===== src/ic_cfg.svh =====
// cache geometry; sets and line bytes must be powers of two, the lfsr taps assume 8 bits
`ifndef IC_CFG_SVH
`define IC_CFG_SVH

////////////////////
// address and fetch
////////////////////

// physical address width, top bit selects the uncached region
`define IC_ADDR_W 32

// one fetch word
`define IC_FETCH_W 32

////////////////////
// geometry
////////////////////

// bytes per line, a refill carries one full line
`define IC_LINE_BYTES 16

// associativity
`define IC_WAYS 2

// sets per way
`define IC_SETS 16

// replacement lfsr
`define IC_LFSR_W 8

`endif


===== src/ic_pkg.sv =====
// shared cache types; field widths are derived from the cfg macros, nothing here is tunable
`default_nettype none

`include "ic_cfg.svh"

package ic_pkg;

  // address split: tag | index | offset
  localparam int IC_LINE_W    = `IC_LINE_BYTES * 8;
  localparam int IC_OFF_W     = $clog2(`IC_LINE_BYTES);
  localparam int IC_IDX_W     = $clog2(`IC_SETS);
  localparam int IC_TAG_W     = `IC_ADDR_W - IC_IDX_W - IC_OFF_W;
  // words per line and the offset bits that pick one
  localparam int IC_WORDS     = IC_LINE_W / `IC_FETCH_W;
  localparam int IC_WSEL_W    = $clog2(IC_WORDS);
  localparam int IC_BYTE_W    = IC_OFF_W - IC_WSEL_W;
  localparam int IC_WAY_IDX_W = (`IC_WAYS > 1) ? $clog2(`IC_WAYS) : 1;

  // controller states
  typedef enum logic [1:0] {
    FLUSH,
    IDLE,
    READ,
    MISS
  } ic_state_e;

  // one bit per way
  typedef logic [`IC_WAYS-1:0] ic_way_mask_t;

  // a line is written as one vector and read back word by word
  typedef union packed {
    logic [IC_LINE_W-1:0]                 flat;
    logic [IC_WORDS-1:0][`IC_FETCH_W-1:0] words;
  } ic_line_u;

  // lowest set bit of a way mask, 0 when empty
  function automatic logic [IC_WAY_IDX_W-1:0] ic_first_set(input ic_way_mask_t mask);
    logic [IC_WAY_IDX_W-1:0] idx;
    idx = '0;
    for (int w = `IC_WAYS - 1; w >= 0; w--) begin
      if (mask[w]) begin
        idx = IC_WAY_IDX_W'(w);
      end
    end
    return idx;
  endfunction

endpackage

`default_nettype wire


===== src/ic_lookup_if.sv =====
// lookup path between the cache blocks; array read data is only fresh in the cycle after rd_en
`timescale 1ns/1ps
`default_nettype none

`include "ic_cfg.svh"

interface ic_lookup_if (
  input logic clk_i,
  input logic rst_ni
);
  import ic_pkg::*;

  // decoded fetch address
  logic [IC_TAG_W-1:0] tag;
  logic [IC_IDX_W-1:0] index;
  logic [IC_OFF_W-1:0] offset;
  logic                nc;

  // array control from the FSM
  logic                rd_en;
  logic                wr_en;
  logic                flush_en;
  logic [IC_IDX_W-1:0] flush_idx;

  // array read results with one entry per way
  logic [`IC_WAYS-1:0][IC_TAG_W-1:0] tag_rdata;
  ic_way_mask_t                      vld_rdata;
  ic_line_u [`IC_WAYS-1:0]           line_rdata;

  // compare result
  logic hit;

  modport decode (output tag, index, offset, nc);
  modport ctrl   (input nc, hit, output rd_en, wr_en, flush_en, flush_idx);
  modport store  (input rd_en, wr_en, flush_en, flush_idx, tag, index,
                  output tag_rdata, vld_rdata, line_rdata);
  modport select (input clk_i, rst_ni, tag, offset, nc, tag_rdata, vld_rdata, line_rdata,
                  output hit);

endinterface

`default_nettype wire


===== src/ic_addr_decode.sv =====
// address is held from accept until the next accept; no translation, the address is physical
`timescale 1ns/1ps
`default_nettype none

`include "ic_cfg.svh"

module ic_addr_decode (
  input  logic                  clk_i,
  input  logic                  rst_ni,
  input  logic [`IC_ADDR_W-1:0] addr_i,
  input  logic                  accept_i,
  input  logic                  cache_en_i,
  ic_lookup_if.decode           lk
);
  import ic_pkg::*;

  logic [`IC_ADDR_W-1:0] addr_q;

  // held fetch address, loaded on the accept cycle
  always_ff @(posedge clk_i or negedge rst_ni) begin
    if (!rst_ni) begin
      addr_q <= '0;
    end else if (accept_i) begin
      addr_q <= addr_i;
    end
  end

  // tag and offset only matter from the compare cycle on
  assign lk.tag    = addr_q[`IC_ADDR_W-1 -: IC_TAG_W];
  assign lk.offset = addr_q[IC_OFF_W-1:0];

  // arrays read on the accept edge, so the index bypasses the register
  assign lk.index = accept_i ? addr_i[IC_OFF_W +: IC_IDX_W] : addr_q[IC_OFF_W +: IC_IDX_W];

  // upper half of the address space is i/o
  // a disabled cache turns every fetch into an uncached one
  assign lk.nc = addr_q[`IC_ADDR_W-1] | ~cache_en_i;

endmodule

`default_nettype wire


===== src/flat_wrapper.sv =====
// flat-port wrapper written by rule: the top's interface ports become plain ports
module ic_addr_decode_flat import ic_pkg::*;
  (clk_i, rst_ni, addr_i, accept_i, cache_en_i, lk_tag, lk_index, lk_offset, lk_nc);
  ic_lookup_if lk_i (.clk_i(clk_i), .rst_ni(rst_ni));
  input  logic clk_i;
  input  logic rst_ni;
  input  logic [`IC_ADDR_W-1:0] addr_i;
  input  logic accept_i;
  input  logic cache_en_i;
  output wire logic [$bits(lk_i.tag)-1:0] lk_tag;
  output wire logic [$bits(lk_i.index)-1:0] lk_index;
  output wire logic [$bits(lk_i.offset)-1:0] lk_offset;
  output wire logic [$bits(lk_i.nc)-1:0] lk_nc;
  assign lk_tag = lk_i.tag;
  assign lk_index = lk_i.index;
  assign lk_offset = lk_i.offset;
  assign lk_nc = lk_i.nc;
  ic_addr_decode u_core (.clk_i(clk_i), .rst_ni(rst_ni), .addr_i(addr_i), .accept_i(accept_i), .cache_en_i(cache_en_i), .lk(lk_i));
endmodule

===== config.mk =====
export PLATFORM = sky130hd
export DESIGN_NAME = ic_addr_decode_flat
export DESIGN_NICKNAME = d
export VERILOG_FILES = /design/src/ic_pkg.sv /design/src/ic_lookup_if.sv /design/src/ic_addr_decode.sv /design/src/flat_wrapper.sv
export VERILOG_INCLUDE_DIRS = /design/src
export SDC_FILE = /design/constraint.sdc
export NUM_CORES = 1
export LEC_CHECK = 0
export ABC_AREA = 1
export BUFFER_PORTS_ARGS = -buffer_cell sky130_fd_sc_hd__buf_2
export CELL_PAD_IN_SITES_DETAIL_PLACEMENT = 1
export CELL_PAD_IN_SITES_GLOBAL_PLACEMENT = 1
export CORE_ASPECT_RATIO = 1.1
export CORE_MARGIN = 2
export CORE_UTILIZATION = 33
export CTS_CLUSTER_DIAMETER = 80
export DETAILED_ROUTE_END_ITERATION = 12
export GPL_ROUTABILITY_DRIVEN = 0
export HOLD_SLACK_MARGIN = 0.1
export PLACE_DENSITY_LB_ADDON = 0.1
export SLEW_MARGIN = 20
export SYNTH_ARGS = -nofsm -noshare
export SYNTH_HDL_FRONTEND = slang
export SYNTH_SLANG_ARGS = --single-unit

===== constraint.sdc =====
create_clock -name clk_i -period 0.8 [get_ports clk_i]
set_input_delay 0.08 -clock clk_i [delete_from_list [all_inputs] [get_ports clk_i]]
set_output_delay 0.08 -clock clk_i [all_outputs]
set_load 0.01 [all_outputs]

=== Word-level counts from Yosys, hierarchy flattened ===
Index checks and enable logic that the tools add are counted.
W data, S select, Z words.

* Register bits: 32
* Latch bits: 0
* Bits in writable memories: 0
* Bits in read-only memories: 0
* Input port bits: 36
* Output and inout port bits: 33
* Word-level logic and storage cells: 4
* Memories kept: 0

* $add $sub $neg: 0
* $mul: 0
* Div/mod/pow operators: 0
* $lt $le $gt $ge: 0
* Eq/ne operators: 0
* Shift operators: 0
* Mux-type cells: 1
* Bitwise gates (word level): 2
* Reduce and logical (&&, ||, !) cells: 0

{| class="wikitable"
|+ Operator list
! kind !! count
|-
| $mux W4 || 1
|-
| $not A1 Y1 || 1
|-
| $or A1 B1 Y1 || 1
|}

=== Depth between registers and ports, before layout ===
Gate-level depths: netlist of the first run.

* Word-level depth: 2
* Mapped depth: 5
* Depth with buffers taken out: 3

=== Worst setup path after synthesis of the first run ===
Ideal clock, no wire load.

* Path type: input port to flip-flop
* Start point: in accept_i
* End point: reg u_core.addr_q[5]
* Setup time: 0.145 ns
* Arrival: 0.496 ns
* Required time: 0.655 ns
* Slack: 0.159 ns
* Stages on the path: 5
* Path buffers: 2
* Path through: buf_6 inv_8 buf_12 nand2_2 nand2_1

{| class="wikitable"
|+ RTL lines
! element !! line !! source
|-
| start: declaration || flat_wrapper.sv:8 || <nowiki>input logic accept_i;</nowiki>
|-
| end signal: assignment || ic_addr_decode.sv:24 || <nowiki>addr_q <= addr_i;</nowiki>
|-
| end: declaration || ic_addr_decode.sv:17 || <nowiki>logic [`IC_ADDR_W-1:0] addr_q;</nowiki>
|}

=== Final worst setup path of the first run ===
* Start point: reg u_core.addr_q[6]
* End point: out lk_index[2]

* Cells in the longest elaborated chain, start to end: 1

{| class="wikitable"
|+ RTL lines
! element !! line !! source
|-
| $mux W4 || ic_addr_decode.sv:33 || <nowiki>assign lk.index = accept_i ? addr_i[IC_OFF_W +: IC_IDX_W] : addr_q[IC_OFF_W +: IC_IDX_W];</nowiki>
|-
| end: declaration || flat_wrapper.sv:11 || <nowiki>output wire logic [$bits(lk_i.index)-1:0] lk_index;</nowiki>
|}

Every way passes these cells.

==> run_results.csv, run 1 <==
group,metric,value,unit
run_status,status,"finished, violations left",
run_status,failed_checks,"setup timing",
layout,insertedDiodeCount,0,
sta,setup_ws,-0.1969,ns
global_route,grt.busiest_layer,"met2",
layout,seqCellArea,800.8,um^2
yosys,synth_top_area_cell,"dfrtp_1",
layout,multiInputGateArea,404.1,um^2
cts,cts-root-buf,"clkbuf_8",
setup_path,r2r_setup_slack,-0.03,ns
layout,final_area,2276,um^2
cts,clkSlewWorstSetupHoldPaths,0.06,ns
global_route,use_met1,19.88,%
layout,largest_register_ffs,32,
layout,top_register,"u_core.addr_q",
routing,firstDrtPassIters,4,
yosys,ys_seq_area_share,52.94,%
layout,final_nets,296,
floorplan,die_h,75.01,um
placement,dp_cells,260,
setup_path,worstReg2RegEnd,"u_core.addr_q[6]",
pwr,swShare,25.21,%
setup_path,crit_start,"u_core.addr_q[6]",
setup_path,r2r_start,"u_core.addr_q[6]",
global_route,grtUsageMet3,5.680,%
sta,skew,0,ns
placement,placed_area,1693,um^2
routing,wl,3738,um
sta,finalSetupViolCount,35,
global_route,grt_pass1_wl,6147,um
pwr,powerDensity,1776,nW/um^2
worst_hold_path,hold_path_class,"in -> reg",
pwr,seq_power_share,45.4,%
floorplan,fp-row-count,25,
yosys,synthAdderAreaFrac,0,%
cts,cts_buffers,5,
floorplan,initial_core_util,34.79,%
setup_path,r2r.worst_path.cells,4,
sta,final_hold_viol_count,0,
yosys,synth_cell_type_count,9,
yosys,synth_top_family_by_area,"simple AND/OR/NAND/NOR gates",
sta,fin_crit_sh,124.6,%
layout,finish.utilization,52.35,%
layout,area_delta_synth_final,50.45,%
cts,cts_buffer_depth,2,
placement,post-dp-hpwl,2512,um
sta,drv_slew,0,
sta,slew_headroom,85.53,%
layout,drive_above_1_share,45.00,%
floorplan,die_area,5142,um^2
global_route,grt_pass1_vias,1342,
pwr,pwr-share-comb,22.2,%
yosys,synth-simple-area-share,25.89,%
yosys,synth_compound_area_share,0,%
routing,drtAntennaViolNets,0,
run,cap_violations,0,
global_route,antenna_found_initial,0,
yosys,synth_area_leaders,"dfrtp_1, nand2_1, buf_4, nand2_2, clkbuf_8",
routing,route.detailed.drc,0,
global_route,track_usage,16.38,%
yosys,netlist.area_leader.share,52.94,%
setup_path,end_kind,"output pin",
cts,cts-htree-levels,2,
routing,via_per_inst,4.188,
pwr,p_clk_share,32.4,%
global_route,grt_overflow_total,0,
cts,tritoncts,"done",
sta,rsz0062_at_grt,"yes",
setup_path,critPathKind,"reg -> out",
yosys,synth-xor-area-share,0,%
floorplan,die_w,68.56,um
routing,drtIter0Drc,32,
global_route,grt_max_degree,33,
pwr,leakage,1.280,nW
yosys,synth_nets,202,
placement,io_buffers,68,
pwr,ir_drop,1.086,mV
pwr,power.switching,1.019,mW
yosys,yosys_warnings,0,
sta,worst_slew_pin_slew,0.2170,ns
yosys,synth_area,1513,um^2
floorplan,fp.coreArea,4348,um^2
setup_path,crit_required,0.72,ns
yosys,avgSynthCellArea,9.113,um^2
cts,clkLatencyLatePin,0.27,ns
cts,clkSinkCount,32,
sta,clock.fmax,1.003,GHz
yosys,synth_cells,166,
yosys,ys_seq_elements,32,
layout,n_fill_cell,527,
setup_path,cp-endpoint,"lk_index[2]",
global_route,met2_usage,27.46,%
routing,vias,1315,
sta,fin_crit,0.9969,ns
sta,holdWs,0.03769,ns
floorplan,ios,69,
setup_path,cp-start-kind,"flop",
setup_path,worstPathArrival,0.92,ns
pwr,internal_power,3.023,mW
setup_path,cp_max_fo,2,
yosys,synthMuxAreaShare,0,%
cts,cts_hold_buf,29,
layout,instances_no_fill,314,
routing,wl_per_cell,11.90,um
layout,reg_top3,"u_core.addr_q x32",
==> timing repair <==
action,CTS,global route
endpoints found under the hold margin,63,2
pin swaps,3,3
endpoints found under the setup margin,33,33
resized for setup,6,8
buffers inserted,11,7
==> power groups by stage <==
stage	clock, mW	combinational, mW	sequential (mW)
final	1.31	0.895	1.84
after global placement	0	0.604	1.87
after global routing	1.42	0.998	1.85
after CTS	1.37	0.831	1.83
after floorplan	0	0.487	1.85
after detailed placement	0	0.622	1.87
==> cells in the mapped netlist <==
| library cell | n |
|---|---|
| nand2_2 | 11 |
| nand2_1 | 86 |
| dfrtp_1 | 32 |
| buf_6 | 3 |
| inv_8 | 1 |
| inv_1 | 1 |
| buf_12 | 1 |
| buf_4 | 28 |
| clkbuf_8 | 3 |
==> per-layer routing <==
metal | wire [um] | part of all wire [%] | vias to the layer above
met4 | 38 | 1.0 | 0
li1 | - | - | 650
met3 | 250 | 6.7 | 4
met5 | 0 | 0 | -
met2 | 1865 | 50 | 43
met1 | 1584 | 42 | 618
==> worst max-delay path, cell delays in order, from the launching register on <==
cell and delay [ns]:
dfrtp_1 0.38, nand2_2 0.06, nand2_2 0.08, buf_6 0.13
==> layout make-up <==
type                    instances  area share [%]
repair buffers                122           39.20
flip-flops and latches         32           35.18
multi-input cells              97           17.76
clock buffers                   7           4.233
well taps                      54           2.969
inverters                       2          0.6597
==> how the worst min path moves through the flow <==
| stage | cells past startpoint | to | from | slack (ns) |
|---|---|---|---|---|
| after floorplan | 0 | u_core.addr_q[0] | rst_ni | -0.22 |
| after global placement | 2 | u_core.addr_q[1] | rst_ni | 0.05 |
| after detailed placement | 2 | u_core.addr_q[1] | rst_ni | 0.06 |
| after CTS | 3 | u_core.addr_q[4] | addr_i[4] | 0.03 |
| after global routing | 3 | u_core.addr_q[4] | addr_i[4] | 0.04 |
| final | 3 | u_core.addr_q[4] | addr_i[4] | 0.04 |
==> logic make-up after synthesis <==
kind of cell,after synthesis
buf+inv,37
flops,32
simple gates,97
==> stage by stage <==
stage,TNS (ns),power [mW],setup WS (ns)
2_1_floorplan,0,2.341,0.1588
3_3_place_gp,0,2.474,0.04443
3_5_place_dp,-0.002087,2.492,-0.002087
4_1_cts,-3.445,4.039,-0.2067
5_1_grt,-4.411,4.275,-0.2479
6_report,-3.001,4.042,-0.1969
==> placed cells by master, fill, tap and decap left out <==
| cell | n |
|---|---|
| buf_6 | 9 |
| buf_4 | 20 |
| dlygate4sd3_1 | 29 |
| buf_12 | 2 |
| inv_8 | 1 |
| inv_1 | 1 |
| buf_2 | 62 |
| nand2_2 | 16 |
| nand2_1 | 81 |
| dfrtp_1 | 32 |
| clkbuf_8 | 7 |
Power figures use the tool's default switching activity.
==> run 2: changes to the inputs <==
Settings changed: BUFFER_PORTS_ARGS -buffer_cell sky130_fd_sc_hd__buf_2 to unset, CORE_UTILIZATION 33 to 44, DONT_BUFFER_PORTS set to 1.
==> run_results.csv, run 2 (synthesis gave the netlist of run 1 again) <==
group,metric,value,unit
sta,finalSetupViolCount,33,
pwr,leakage,0.8185,nW
floorplan,initial_core_util,45.80,%
sta,slew_headroom,86.43,%
pwr,swShare,26.40,%
layout,n_fill_cell,386,
floorplan,die_w,59.91,um
sta,holdWs,-0.1312,ns
setup_path,r2r_start,"u_core.addr_q[31]",
worst_hold_path,hold_path_class,"in -> reg",
setup_path,r2r.worst_path.cells,2,
setup_path,slowest_stage,"dfrtp_2",
cts,cts_buffer_depth,2,
worst_hold_path,whs_endpoint,"u_core.addr_q[8]",
routing,firstDrtPassIters,4,
run_status,failed_checks,"hold timing, setup timing",
sta,clock.fmax,1.003,GHz
routing,wl_per_cell,14.45,um
layout,finish.utilization,49.70,%
pwr,pwr-share-comb,11.6,%
sta,fin_crit_sh,124.7,%
floorplan,ios,69,
setup_path,crit_chain,"inv_2 -> nand2_2",
pwr,power.switching,0.8542,mW
routing,route.detailed.drc,0,
setup_path,worstPathArrival,0.92,ns
pwr,seq_power_share,59.5,%
routing,via_per_inst,4.820,
setup_path,cpPeakStageDelay,0.46,ns
pwr,p_total,3.236,mW
routing,drtAntennaViolNets,0,
layout,final_common_cell,"nand2_1",
setup_path,end_kind,"output pin",
pwr,internal_power,2.381,mW
sta,setup_ws,-0.1972,ns
layout,area_delta_synth_final,8.519,%
cts,tritoncts,"done",
layout,top_register,"u_core.addr_q",
setup_path,cp-start-kind,"flop",
worst_hold_path,hp-start,"accept_i",
placement,post-dp-hpwl,1680,um
layout,drive_above_1_share,15.98,%
sta,final_hold_viol_count,32,
pwr,powerDensity,1971,nW/um^2
sta,drv_slew,0,
routing,wl,2963,um
floorplan,die_area,3923,um^2
cts,cts-root-buf,"clkbuf_4",
global_route,track_usage,16.75,%
cts,clkLatencyLatePin,0.33,ns
global_route,antenna_found_initial,0,
setup_path,crit_required,0.72,ns
layout,final_cell_mix,"nand2_1, dfrtp_1, dlygate4sd3_1",
pwr,ir_drop,1.028,mV
setup_path,critPathKind,"reg -> out",
cts,clkSlewWorstSetupHoldPaths,0.09,ns
run,cap_violations,0,
routing,drtIter0Drc,25,
global_route,grt_max_degree,34,
routing,vias,988,
run_status,status,"finished, violations left",
global_route,grt_pass1_vias,1107,
setup_path,critPathTopFamily,"flip-flops",
sta,rsz0062_at_grt,"yes",
layout,largest_register_ffs,32,
worst_hold_path,min_path_cells,2,
cts,cts_buffers,5,
floorplan,die_h,65.50,um
floorplan,fp.coreArea,3303,um^2
layout,final_nets,204,
sta,final.setup.tns,-1.660,ns
floorplan,fp-row-count,22,
setup_path,crit_buf_inv,1,
setup_path,worstReg2RegEnd,"u_core.addr_q[31]",
global_route,grt_overflow_total,0,
sta,worst_slew_pin_slew,0.2036,ns
placement,io_buffers,0,
cts,cts_setup_buffers,0,
sta,skew,0,ns
layout,insertedDiodeCount,0,
layout,reg_top3,"u_core.addr_q x32",
cts,clkSinkCount,32,
setup_path,r2r_setup_slack,0.12,ns
pwr,p_clk_share,28.9,%
cts,cts-htree-levels,2,
sta,fin_crit,0.9972,ns
global_route,grt_pass1_wl,4761,um
setup_path,cp_max_fo,3,
==> run 2: cell types whose count changed in the layout (fill, tap and decap cells not counted) <==
cell and delta:
buf_12 -1, buf_2 -62, buf_4 -20, buf_6 -9, clkbuf_1 +2, clkbuf_4 +5, clkbuf_8 -6, dfrtp_1 -2
dfrtp_2 +2, inv_1 -1, inv_2 +1, nand2_2 -1, nand2_4 +1
==> run 2: how the worst max path moves through the flow <==
stage | start | to | slack, ns | cells past startpoint
final | u_core.addr_q[31] | lk_nc | -0.20 | 2
after global routing | u_core.addr_q[31] | lk_nc | -0.25 | 2
after CTS | u_core.addr_q[31] | lk_nc | -0.22 | 2
after detailed placement | u_core.addr_q[31] | lk_nc | 0.12 | 2
after global placement | u_core.addr_q[31] | u_core.addr_q[31] | 0.13 | 2
after floorplan | accept_i | u_core.addr_q[5] | 0.16 | 5
==> run 2: power by group through the flow <==
stage	Clock (mW)	Combinational (mW)	Sequential, mW
2_1_floorplan	0	0.487	1.85
3_3_place_gp	0	0.196	1.95
3_5_place_dp	0	0.208	1.96
4_1_cts	0.985	0.325	1.93
5_1_grt	1.06	0.432	1.95
6_report	0.936	0.374	1.93
==> run 2: metrics by stage <==
stage | cells | area, um^2 | worst slack (ns)
after floorplan | 166 | 1513 | 0.1588
after global placement | 167 | 1252 | 0.1326
after detailed placement | 167 | 1252 | 0.1167
after CTS | 203 | 1610 | -0.2151
after global routing | 205 | 1642 | -0.2531
final | 205 | 1642 | -0.1972
==> run 2: worst reg2reg max path: stages, from the launching register on <==
cell	delay [ns]
dfrtp_2	0.46
nand2_2	0.08
nand2_1	0.04
==> run 2: layout make-up <==
cell class / instances / area (um^2) / area share, %
inverter: 2 / 15.01 / 0.9146
clock buffer: 8 / 58.81 / 3.582
sequential: 32 / 803.3 / 48.93
timing repair buffer: 30 / 310.3 / 18.90
tap: 36 / 45.04 / 2.744
multi-input combinational: 97 / 409.1 / 24.92
==> run 2: metal layers <==
layer	track usage (%)	vias up	wire, um
met1	14.52	473	1034
met4	5.833	0	50
li1	-	468	-
met3	7.480	5	214
met5	0	-	0
met2	32.34	42	1665
==> run 2: what timing repair did <==
action	4_1_cts	5_1_grt
hold buffers	28	2
hold endpoints to repair	64	64
setup endpoints to repair	33	33
gates resized for setup	8	1
gates cloned	0	0
==> run 3: changes to the inputs <==
Settings changed: SETUP_SLACK_MARGIN set to 0.05.
==> run_results.csv, run 3 (synthesis gave the netlist of run 1 again) <==
group,metric,value,unit
placement,post-dp-hpwl,1680,um
routing,via_per_inst,4.867,
setup_path,cp-start-kind,"flop",
pwr,ir_drop,1.028,mV
cts,cts-htree-levels,2,
pwr,powerDensity,1977,nW/um^2
sta,finalSetupViolCount,33,
setup_path,slowest_stage,"dfrtp_2",
sta,rsz0062_at_grt,"yes",
global_route,grt_pass1_wl,4761,um
cts,tritoncts,"done",
placement,io_buffers,0,
setup_path,crit_chain,"inv_2 -> nand2_2",
setup_path,r2r_setup_slack,0.12,ns
setup_path,cpPeakStageDelay,0.46,ns
sta,clock.fmax,1.006,GHz
layout,finish.utilization,48.79,%
cts,cts-root-buf,"clkbuf_4",
floorplan,fp.coreArea,3303,um^2
floorplan,ios,69,
pwr,p_total,3.186,mW
layout,final_nets,202,
global_route,grt_pass1_vias,1106,
sta,holdWs,-0.5637,ns
routing,firstDrtPassIters,4,
setup_path,end_kind,"output pin",
cts,clkSlewWorstSetupHoldPaths,0.09,ns
sta,fin_crit,0.9943,ns
layout,area_delta_synth_final,6.535,%
setup_path,cp_max_fo,3,
global_route,antenna_found_initial,0,
cts,clkLatencyLatePin,0.32,ns
pwr,seq_power_share,60.4,%
layout,largest_register_ffs,32,
cts,cts_setup_buffers,0,
run_status,status,"finished, violations left",
run,cap_violations,0,
floorplan,die_area,3923,um^2
floorplan,initial_core_util,45.80,%
setup_path,critPathKind,"reg -> out",
worst_hold_path,hold_path_class,"in -> async",
run_status,failed_checks,"hold timing, setup timing",
global_route,grt_overflow_total,0,
cts,cts_buffer_depth,2,
setup_path,critPathTopFamily,"flip-flops",
setup_path,r2r.worst_path.cells,2,
routing,drtAntennaViolNets,0,
setup_path,worstPathArrival,0.91,ns
sta,skew,0,ns
floorplan,die_w,59.91,um
sta,fin_crit_sh,124.3,%
sta,slew_headroom,86.29,%
floorplan,fp-row-count,22,
layout,insertedDiodeCount,0,
setup_path,r2r_start,"u_core.addr_q[31]",
sta,worst_slew_pin_slew,0.2056,ns
routing,wl,2894,um
layout,reg_top3,"u_core.addr_q x32",
pwr,swShare,25.66,%
layout,drive_above_1_share,15.57,%
setup_path,worstReg2RegEnd,"u_core.addr_q[31]",
cts,cts_buffers,5,
layout,final_common_cell,"nand2_1",
layout,top_register,"u_core.addr_q",
floorplan,die_h,65.50,um
pwr,pwr-share-comb,10.3,%
routing,wl_per_cell,14.26,um
pwr,internal_power,2.368,mW
layout,final_cell_mix,"nand2_1, dfrtp_1, dlygate4sd3_1",
pwr,p_clk_share,29.3,%
routing,route.detailed.drc,0,
cts,cts_hold_buf,28,
global_route,track_usage,16.75,%
setup_path,crit_required,0.72,ns
global_route,grt_max_degree,34,
cts,clkSinkCount,32,
routing,vias,988,
setup_path,crit_buf_inv,1,
sta,setup_ws,-0.1943,ns
sta,drv_slew,0,
pwr,power.switching,0.8175,mW
sta,final_hold_viol_count,64,
pwr,leakage,0.8050,nW
routing,drtIter0Drc,31,
run 3: cell count changes in the layout (fill, tap and decap cells not counted):
cell           change
buf_12             -1
dlygate4sd3_1      -1
run 3: worst max-delay path by stage:
stage	from	end	cells past startpoint
after CTS	u_core.addr_q[31]	lk_nc	2
after detailed placement	u_core.addr_q[31]	lk_nc	2
after floorplan	accept_i	u_core.addr_q[5]	5
after global placement	u_core.addr_q[31]	u_core.addr_q[31]	2
after global routing	u_core.addr_q[31]	lk_nc	2
final	u_core.addr_q[31]	lk_nc	2
run 3: through the flow:
step	setup slack (ns)	std cells	setup TNS (ns)	cell area, um^2
global placement	0.1326	167	0	1252
global route	-0.2531	203	-3.342	1612
CTS	-0.2151	203	-2.287	1610
floorplan	0.1588	166	0	1513
finish	-0.1943	203	-1.617	1612
detailed placement	0.1167	167	0	1252
run 3: final cells by class:
| cell class | count | area (um^2) |
|---|---|---|
| timing repair buffer | 28 | 280.3 |
| fill | 390 | 1692 |
| multi-input combinational | 97 | 409.1 |
| sequential | 32 | 803.3 |
| tap | 36 | 45.04 |
| clock buffer | 8 | 58.81 |
| inverter | 2 | 15.01 |
run 3: per-layer routing:
layer  vias up  track usage [%]  part of all wire (%)
met5         -                0                     0
met4         0            5.833                   1.7
met3         5            7.480                   7.6
met2        42            32.34                    56
met1       475            14.52                    35
li1        466                -                     -
run 3: what timing repair did:
action / CTS / global route
resized for setup: 8 / 1
endpoints found under the hold margin: 64 / 64
endpoints found under the setup margin: 33 / 33
run 3: power by group through the flow:
stage	Clock, mW	Sequential (mW)	Combinational, mW
2_1_floorplan	0	1.85	0.487
3_3_place_gp	0	1.95	0.196
3_5_place_dp	0	1.96	0.208
4_1_cts	0.985	1.93	0.325
5_1_grt	1.06	1.95	0.378
6_report	0.934	1.93	0.327
